`config.mk`:
```
export PLATFORM = sky130hd
export DESIGN_NAME = dnc_interface_top
export DESIGN_NICKNAME = d
export VERILOG_FILES = /design/src/verilog/dnc_pkg.sv /design/src/verilog/dnc_logistic.sv /design/src/verilog/dnc_erase_vector.sv /design/src/verilog/dnc_write_gates.sv /design/src/verilog/dnc_wb_arbiter.sv /design/src/verilog/dnc_interface_ram.sv /design/src/verilog/dnc_interface_top.sv
export SDC_FILE = /design/constraint.sdc
export NUM_CORES = 1
export LEC_CHECK = 0
export ABC_AREA = 1
export BUFFER_PORTS_ARGS = -buffer_cell sky130_fd_sc_hd__buf_2
export CAP_MARGIN = 20
export CORE_ASPECT_RATIO = 0.9
export CORE_MARGIN = 3
export CORE_UTILIZATION = 35
export DETAILED_ROUTE_END_ITERATION = 12
export PLACE_DENSITY = 0.6
export RECOVER_POWER = 25
export SETUP_SLACK_MARGIN = 0.02
export SYNTH_ARGS = -nofsm -noshare
export SYNTH_HDL_FRONTEND = slang
export SYNTH_SLANG_ARGS = --single-unit
```
`constraint.sdc`:
```
create_clock -name clk -period 8.3 [get_ports clk]
set_input_delay 2.49 -clock clk [delete_from_list [all_inputs] [get_ports clk]]
set_output_delay 2.49 -clock clk [all_outputs]
set_load 0.02 [all_outputs]
```
`src/verilog/dnc_pkg.sv`:
```
package dnc_pkg;

  //////////////////////////////////////////////////////////////////////////
  // Fixed-point and bus types
  //////////////////////////////////////////////////////////////////////////

  // Signed Q8.8 value
  typedef logic signed [15:0] data_t;

  // Word address into the interface memory
  typedef logic [5:0] addr_t;

  // Wishbone classic, master to slave
  typedef struct packed {
    logic  cyc;
    logic  stb;
    logic  we;
    addr_t adr;
    data_t dat;
  } wb_req_t;

  // Wishbone classic, slave to master
  typedef struct packed {
    logic  ack;
    data_t dat;
  } wb_rsp_t;

  // Steps shared by both squashing units
  typedef enum logic [1:0] {
    st_idle,
    st_read,
    st_squash,
    st_write
  } unit_state_t;

  //////////////////////////////////////////////////////////////////////////
  // Memory map
  //////////////////////////////////////////////////////////////////////////

  localparam int mem_words   = 64;
  localparam int max_w       = 16;
  localparam int num_masters = 3;

  // Raw and squashed erase vectors
  localparam addr_t erase_in_base  = 6'd0;
  localparam addr_t erase_out_base = 6'd16;
  // Allocation gate, write gate, write strength
  localparam addr_t gate_in_base   = 6'd32;
  localparam addr_t gate_out_base  = 6'd40;

  //////////////////////////////////////////////////////////////////////////
  // Q8.8 constants for the PLAN segments
  //////////////////////////////////////////////////////////////////////////

  localparam data_t q_one = 16'sh0100;
  localparam data_t q_max = 16'sh7fff;

  // Magnitude breakpoints, 5.0 / 2.375 / 1.0
  localparam logic [15:0] plan_a_sat = 16'h0500;
  localparam logic [15:0] plan_a_mid = 16'h0260;
  localparam logic [15:0] plan_a_low = 16'h0100;

  // Segment offsets, 0.84375 / 0.625 / 0.5
  localparam logic [15:0] plan_off_hi  = 16'h00d8;
  localparam logic [15:0] plan_off_mid = 16'h00a0;
  localparam logic [15:0] plan_off_low = 16'h0080;

endpackage

```
`src/verilog/dnc_logistic.sv`:
```
`timescale 1ns/1ns

module dnc_logistic (
  input  logic           clk,
  input  logic           reset,
  input  logic           in_valid,
  input  dnc_pkg::data_t x,
  output logic           out_valid,
  output dnc_pkg::data_t y
);

  import dnc_pkg::*;

  // Magnitude, always positive even for the most negative input
  logic [15:0] a;
  // Segment value for the folded input
  logic [15:0] seg;
  data_t       y_next;

  always_comb begin
    a = x[15] ? (~x + 16'd1) : x;

    // Pick the PLAN segment by magnitude
    if (a >= plan_a_sat) begin
      seg = q_one;
    end else if (a >= plan_a_mid) begin
      seg = (a >> 5) + plan_off_hi;
    end else if (a >= plan_a_low) begin
      seg = (a >> 3) + plan_off_mid;
    end else begin
      seg = (a >> 2) + plan_off_low;
    end

    // Unfold around 0.5 for negative inputs
    y_next = x[15] ? (q_one - data_t'(seg)) : data_t'(seg);
  end

  // One value in, one result a cycle later
  always_ff @(posedge clk) begin
    if (reset) begin
      out_valid <= 1'b0;
    end else begin
      out_valid <= in_valid;
    end
  end

  // Result holds until the next input
  always_ff @(posedge clk) begin
    if (in_valid) begin
      y <= y_next;
    end
  end

endmodule

```
`src/verilog/dnc_erase_vector.sv`:
```
`timescale 1ns/1ns

module dnc_erase_vector (
  input  logic             clk,
  input  logic             reset,
  input  logic             start,
  input  logic [4:0]       size_w,
  output logic             ready,
  output logic             done,
  output dnc_pkg::wb_req_t wb_req,
  input  dnc_pkg::wb_rsp_t wb_rsp
);

  import dnc_pkg::*;

  unit_state_t state;
  // Latched vector length
  logic [4:0]  size_q;
  // Element index
  logic [3:0]  k;
  logic        last_elem;
  logic        rd_ack;
  logic        wr_ack;
  logic        lgc_valid;
  data_t       lgc_y;

  assign ready     = (state == st_idle);
  assign rd_ack    = (state == st_read) && wb_rsp.ack;
  assign wr_ack    = (state == st_write) && wb_rsp.ack;
  // Zero length behaves as one element
  assign last_elem = ({1'b0, k} + 5'd1) >= size_q;
  assign done      = wr_ack && last_elem;

  //////////////////////////////////////////////////////////////////////////
  // Element loop
  //////////////////////////////////////////////////////////////////////////

  always_ff @(posedge clk) begin
    if (reset) begin
      state  <= st_idle;
      size_q <= 5'd0;
      k      <= 4'd0;
    end else begin
      case (state)
        st_idle: begin
          if (start) begin
            size_q <= (size_w > 5'(max_w)) ? 5'(max_w) : size_w;
            k      <= 4'd0;
            state  <= st_read;
          end
        end
        st_read: begin
          if (rd_ack) state <= st_squash;
        end
        // Logistic result lands one cycle after the read
        st_squash: begin
          if (lgc_valid) state <= st_write;
        end
        st_write: begin
          if (wr_ack) begin
            k     <= k + 4'd1;
            state <= last_elem ? st_idle : st_read;
          end
        end
        default: state <= st_idle;
      endcase
    end
  end

  // Raw word goes straight into the squasher
  dnc_logistic logistic_i (
    .clk       (clk),
    .reset     (reset),
    .in_valid  (rd_ack),
    .x         (wb_rsp.dat),
    .out_valid (lgc_valid),
    .y         (lgc_y)
  );

  // Bus held for the whole run, strobe only on accesses
  always_comb begin
    wb_req     = '0;
    wb_req.cyc = (state != st_idle);
    wb_req.stb = (state == st_read) || (state == st_write);
    wb_req.we  = (state == st_write);
    wb_req.adr = (state == st_write) ? (erase_out_base + {2'b00, k})
                                     : (erase_in_base + {2'b00, k});
    wb_req.dat = lgc_y;
  end

endmodule

```
`src/verilog/dnc_write_gates.sv`:
```
`timescale 1ns/1ns

module dnc_write_gates (
  input  logic             clk,
  input  logic             reset,
  input  logic             start,
  output logic             ready,
  output logic             done,
  output dnc_pkg::wb_req_t wb_req,
  input  dnc_pkg::wb_rsp_t wb_rsp
);

  import dnc_pkg::*;

  unit_state_t        state;
  // 0 alloc gate, 1 write gate, 2 strength
  logic [1:0]         sel;
  logic               rd_ack;
  logic               wr_ack;
  logic               lgc_valid;
  data_t              lgc_y;
  data_t              raw_q;
  data_t              wdat_q;
  data_t              strength;
  logic signed [16:0] sum;

  assign ready  = (state == st_idle);
  assign rd_ack = (state == st_read) && wb_rsp.ack;
  assign wr_ack = (state == st_write) && wb_rsp.ack;
  assign done   = wr_ack && (sel == 2'd2);

  // Oneplus, saturating on the positive side
  always_comb begin
    sum = {raw_q[15], raw_q} + {q_one[15], q_one};
    if (raw_q > 16'sd0) begin
      strength = (sum > 17'sh07fff) ? q_max : sum[15:0];
    end else begin
      strength = lgc_y + q_one;
    end
  end

  always_ff @(posedge clk) begin
    if (reset) begin
      state <= st_idle;
      sel   <= 2'd0;
    end else begin
      case (state)
        st_idle: begin
          if (start) begin
            sel   <= 2'd0;
            state <= st_read;
          end
        end
        st_read:   if (rd_ack) state <= st_squash;
        st_squash: if (lgc_valid) state <= st_write;
        st_write: begin
          if (wr_ack) begin
            sel   <= sel + 2'd1;
            state <= (sel == 2'd2) ? st_idle : st_read;
          end
        end
        default: state <= st_idle;
      endcase
    end
  end

  // Raw value kept for the oneplus sign test
  always_ff @(posedge clk) begin
    if (rd_ack) raw_q <= wb_rsp.dat;
    if ((state == st_squash) && lgc_valid) begin
      wdat_q <= (sel == 2'd2) ? strength : lgc_y;
    end
  end

  dnc_logistic logistic_i (
    .clk       (clk),
    .reset     (reset),
    .in_valid  (rd_ack),
    .x         (wb_rsp.dat),
    .out_valid (lgc_valid),
    .y         (lgc_y)
  );

  always_comb begin
    wb_req     = '0;
    wb_req.cyc = (state != st_idle);
    wb_req.stb = (state == st_read) || (state == st_write);
    wb_req.we  = (state == st_write);
    wb_req.adr = (state == st_write) ? (gate_out_base + {4'b0000, sel})
                                     : (gate_in_base + {4'b0000, sel});
    wb_req.dat = wdat_q;
  end

endmodule

```
`src/verilog/dnc_wb_arbiter.sv`:
```
`timescale 1ns/1ns

module dnc_wb_arbiter #(
  parameter int num_ports = dnc_pkg::num_masters
) (
  input  logic             clk,
  input  logic             reset,
  input  dnc_pkg::wb_req_t m_req [num_ports],
  output dnc_pkg::wb_rsp_t m_rsp [num_ports],
  output dnc_pkg::wb_req_t s_req,
  input  dnc_pkg::wb_rsp_t s_rsp
);

  localparam int idx_w = (num_ports > 1) ? $clog2(num_ports) : 1;

  // Current owner of the slave
  logic [idx_w-1:0] owner;
  // Last winner, round-robin starts after it
  logic [idx_w-1:0] last;
  logic             locked;
  logic [idx_w-1:0] pick;
  logic             pick_any;

  // Nearest requester after the last winner
  always_comb begin
    int idx;
    pick     = last;
    pick_any = 1'b0;
    // Walk backwards so the closest one is assigned last
    for (int off = num_ports; off >= 1; off--) begin
      idx = (int'(last) + off) % num_ports;
      if (m_req[idx].cyc) begin
        pick     = idx_w'(idx);
        pick_any = 1'b1;
      end
    end
  end

  // Grant held while the owner keeps cyc
  always_ff @(posedge clk) begin
    if (reset) begin
      owner  <= '0;
      last   <= idx_w'(num_ports - 1);
      locked <= 1'b0;
    end else if (!locked || !m_req[owner].cyc) begin
      locked <= pick_any;
      if (pick_any) begin
        owner <= pick;
        last  <= pick;
      end
    end
  end

  assign s_req = locked ? m_req[owner] : '0;

  // Ack only to the owner, read data to all
  always_comb begin
    for (int i = 0; i < num_ports; i++) begin
      m_rsp[i].dat = s_rsp.dat;
      m_rsp[i].ack = s_rsp.ack && locked && (int'(owner) == i);
    end
  end

endmodule

```
`src/verilog/dnc_interface_ram.sv`:
```
`timescale 1ns/1ns

module dnc_interface_ram (
  input  logic             clk,
  input  logic             reset,
  input  dnc_pkg::wb_req_t wb_req,
  output dnc_pkg::wb_rsp_t wb_rsp
);

  import dnc_pkg::*;

  data_t mem [mem_words];
  logic  ack_q;
  data_t rdat_q;
  logic  accept;

  // Skip the cycle after an ack so a held strobe is seen once
  assign accept = wb_req.cyc && wb_req.stb && !ack_q;

  always_ff @(posedge clk) begin
    if (reset) begin
      ack_q <= 1'b0;
    end else begin
      ack_q <= accept;
    end
  end

  // Write on accept, read data valid with ack
  always_ff @(posedge clk) begin
    if (accept) begin
      if (wb_req.we) begin
        mem[wb_req.adr] <= wb_req.dat;
      end
      rdat_q <= mem[wb_req.adr];
    end
  end

  assign wb_rsp.ack = ack_q;
  assign wb_rsp.dat = rdat_q;

endmodule

```
`src/verilog/dnc_interface_top.sv`:
```
`timescale 1ns/1ns

module dnc_interface_top (
  input  logic             clk,
  input  logic             reset,
  input  dnc_pkg::wb_req_t host_req,
  output dnc_pkg::wb_rsp_t host_rsp,
  input  logic             erase_start,
  input  logic [4:0]       size_w,
  output logic             erase_ready,
  output logic             erase_done,
  input  logic             gates_start,
  output logic             gates_ready,
  output logic             gates_done
);

  import dnc_pkg::*;

  // Port 0 host, 1 erase, 2 gates
  wb_req_t m_req [num_masters];
  wb_rsp_t m_rsp [num_masters];
  wb_req_t s_req;
  wb_rsp_t s_rsp;

  assign m_req[0] = host_req;
  assign host_rsp = m_rsp[0];

  dnc_erase_vector erase_i (
    .clk    (clk),
    .reset  (reset),
    .start  (erase_start),
    .size_w (size_w),
    .ready  (erase_ready),
    .done   (erase_done),
    .wb_req (m_req[1]),
    .wb_rsp (m_rsp[1])
  );

  dnc_write_gates gates_i (
    .clk    (clk),
    .reset  (reset),
    .start  (gates_start),
    .ready  (gates_ready),
    .done   (gates_done),
    .wb_req (m_req[2]),
    .wb_rsp (m_rsp[2])
  );

  dnc_wb_arbiter #(.num_ports(num_masters)) arbiter_i (
    .clk   (clk),
    .reset (reset),
    .m_req (m_req),
    .m_rsp (m_rsp),
    .s_req (s_req),
    .s_rsp (s_rsp)
  );

  // Single shared memory behind the arbiter
  dnc_interface_ram ram_i (
    .clk    (clk),
    .reset  (reset),
    .wb_req (s_req),
    .wb_rsp (s_rsp)
  );

endmodule

```
==> impl_metrics.ini <==
[drt]
route.detailed.drc = 0
detailedRoute.firstIterationViolations = 3458
via_per_inst = 5.31
detail_route.wl_per_cell_um = 23.6
firstDrtPassIters = 6
routed_wl_um = 120000
detailroute.via_count = 26900
antenna_violating_nets_post_route = 0

[die]
io_pins = 55
floorplan.die.width_um = 380
core.rowCount = 122
core_region_area_um2 = 124000
die_height_um = 343
die-area_um2 = 130000
start_util_pct = 35.6

[finish]
drive_above_1_share_pct = 9.84
syn2layout_area_growth_pct = 13.3
design.final.nets = 3377
final_util_pct = 40.3
final_common_cell = sky130_fd_sc_hd__edfxtp_1
most-common-layout-cells = sky130_fd_sc_hd__edfxtp_1 (1104), sky130_fd_sc_hd__nand2_1 (698), sky130_fd_sc_hd__nand3_1 (193), sky130_fd_sc_hd__nor2_1 (193), sky130_fd_sc_hd__a22oi_1 (137)

[sta]
layout_worst_path_cycle_share_pct = 73.0
timing.final.hold_violations = 0
worst_slew_margin_rel_pct = -155
worst_pin_slew_ps = 3830
fmax_mhz = 165
worst_clock_skew_ps = 27.8
rsz0062_at_grt = no
maxSlewViolCount = 618
setup_viol = 0
fin_tns_setup_ps = 0
min_period_ps = 6060

[logic_synthesis]
synth-edff-count = 1104
ys_seq_area_share_pct = 76.2
synthesized_instance_count = 3174
yosys.cell_types.count = 51
netlist.area_leader.share_pct = 75.2
syn-mean-instance-area_um2 = 13.9
yosys_register_bits = 1126
post_synth_main_area_contributors = sky130_fd_sc_hd__edfxtp_1 (75%), sky130_fd_sc_hd__nand2_1 (5.9%), sky130_fd_sc_hd__a22oi_1 (2.3%)
postSynth.asyncResetShare_pct = 0
synth_area_leader_cell = sky130_fd_sc_hd__edfxtp_1
postSynth.topFlopCell = sky130_fd_sc_hd__edfxtp_1
yosys_warnings = 0
syn_area_um2 = 44100

[setup_path]
critical_path.endpoint_type = flip-flop
crit_required_ps = 8680
crit_fanout = 17
path_class = in2reg
timing.critical_path.from_type = input port
data_arrival_time_at_the_worst_slack_endpoint_ps = 6440

[worst_hold_path]
hold_path.class = reg2reg

[clock_tree]
clkLatencyLatePin_ps = 690
clock_pin_transition_on_the_worst_setup_and_hold_timing_paths_ps = 60
clkSinkCount = 1126
cts_tree = yes
tritoncts.num_buffers = 107
postCtsSetupRepairBufs = 0
ctsLongestPathBuffers = 3
clockRootBuffer = sky130_fd_sc_hd__clkbuf_16
clock_tree.htree_level_count = 3
cts_hold_repair.buffers = 0
cts-resized-gates = 0

[global_routing]
grt_remaining_overflow = 0
global_route.usage.total_pct = 18.1
grt_start_max_net_pins = 80
grt_pass1_vias = 25700
number_of_antenna_violations_at_the_first_check_in_global_routing = 0
grt_first_pass_wirelength_um = 177000

[power]
worst_ir_drop_vdd_mv = 0.214
power_density_nw_per_um2 = 303
total_leakage_power_nw = 17.0

[placement]
dp_hpwl_um = 70000
portBuffers = 54
gpl.final_weighted_congestion = 0.867

[status]
violations = capacitance limit, slew limit
outcome = complete, but fails checks

[run]
maxcap_violations = 10
==> state kept, by name, indices dropped and copies added (netlist names) <==
name / cells
gates_i.wdat_q: 16
gates_i.logistic_i.out_valid: 1
gates_i.raw_q: 16
gates_i.logistic_i.y: 16
erase_i.size_q: 5
ram_i.rdat_q: 16
ram_i.mem: 1024
arbiter_i.last: 2
erase_i.logistic_i.y: 16
gates_i.sel: 2
gates_i.state: 2
erase_i.k: 4
arbiter_i.locked: 1
arbiter_i.owner: 1
erase_i.logistic_i.out_valid: 1
ram_i.ack_q: 1
erase_i.state: 2
==> metrics by stage <==
| step | instances | hold WS (ps) | setup WS [ps] | cell area [um2] | power [mW] |
|---|---|---|---|---|---|
| after CTS | 5077 | 477 | 3060 | 50000 | 15.2 |
| after detailed placement | 4885 | 467 | 2340 | 46700 | 10.6 |
| after floorplan | 3181 | 427 | 2600 | 44100 | 9.04 |
| after global placement | 4882 | 470 | 2210 | 46700 | 10.5 |
| final | 5078 | 465 | 2240 | 49900 | 15.1 |
| after global routing | 5077 | 498 | 2150 | 49900 | 15.7 |
==> synthesized netlist by cell type, drive strengths merged (29+ instances only) <==
master and count:
inv 144, nor2 208, nand2 705, buf 108, nand4 77, a22o 107
o21ai 39, nor3 31, a22oi 138, clkbuf 29, edfxtp 1104, a21oi 128
nand3 194, a221oi 41
==> metal layers <==
metal / routed length (um) / vias to the layer above / part of all wire (%) / global-route usage, %
li1: - / 12100 / - / -
met1: 52000 / 13400 / 43 / 26.2
met2: 53500 / 1256 / 45 / 27.7
met3: 10800 / 193 / 9.0 / 3.25
met4: 3390 / 0 / 2.8 / 5.54
met5: 0 / - / 0 / 0
==> area by class of cell <==
type	count	area [um2]
inverter	145	549
fill	11500	74000
clock buffer	135	2830
multi-input combinational	1773	9270
sequential	1126	33600
antenna	1	2.50
clock inverter	57	452
timing repair buffer	167	1150
tap	1674	2090
==> where the power goes <==
part	switching [mW]	total (mW)	internal (mW)
logic	2.68	3.47	0.790
registers	0.127	7.04	6.92
clock network	2.07	4.63	2.56
total	4.88	15.1	10.3
==> worst max-delay path: stages <==
cell and delay [ps]:
sky130_fd_sc_hd__clkbuf_1 180, sky130_fd_sc_hd__o221ai_1 250, sky130_fd_sc_hd__nor3_1 450, sky130_fd_sc_hd__clkbuf_1 880
sky130_fd_sc_hd__o2111a_1 750, sky130_fd_sc_hd__nand2_1 330, sky130_fd_sc_hd__nor2_1 760, sky130_fd_sc_hd__buf_4 310
==> worst paths after layout <==
path                         start               end  slack [ps]  cells after the start
setup / recovery      host_req[24]  ram_i.mem[41][9]        2240                      8
hold / removal         ram_i.ack_q       ram_i.ack_q         470                      1
setup reg to reg  arbiter_i.locked  ram_i.mem[41][9]        2670                     11
hold reg to reg        ram_i.ack_q       ram_i.ack_q         470                      1
==> cells by family (layout without fill, tap and decap cells) <==
kind of cell               Yosys count  in the layout  synth area share [%]
and+or+nand+nor                   1229           1229                  11.9
other                                1              9               0.00851
AOI/OAI and AO/OA                  498            498                  8.04
adders and majority gates           23             23                 0.653
DFF                               1126           1126                  76.2
buffers and inverters              282            504                  2.87
xor gates and xnor gates            15             15                 0.298
Power figures use the tool's default switching activity.
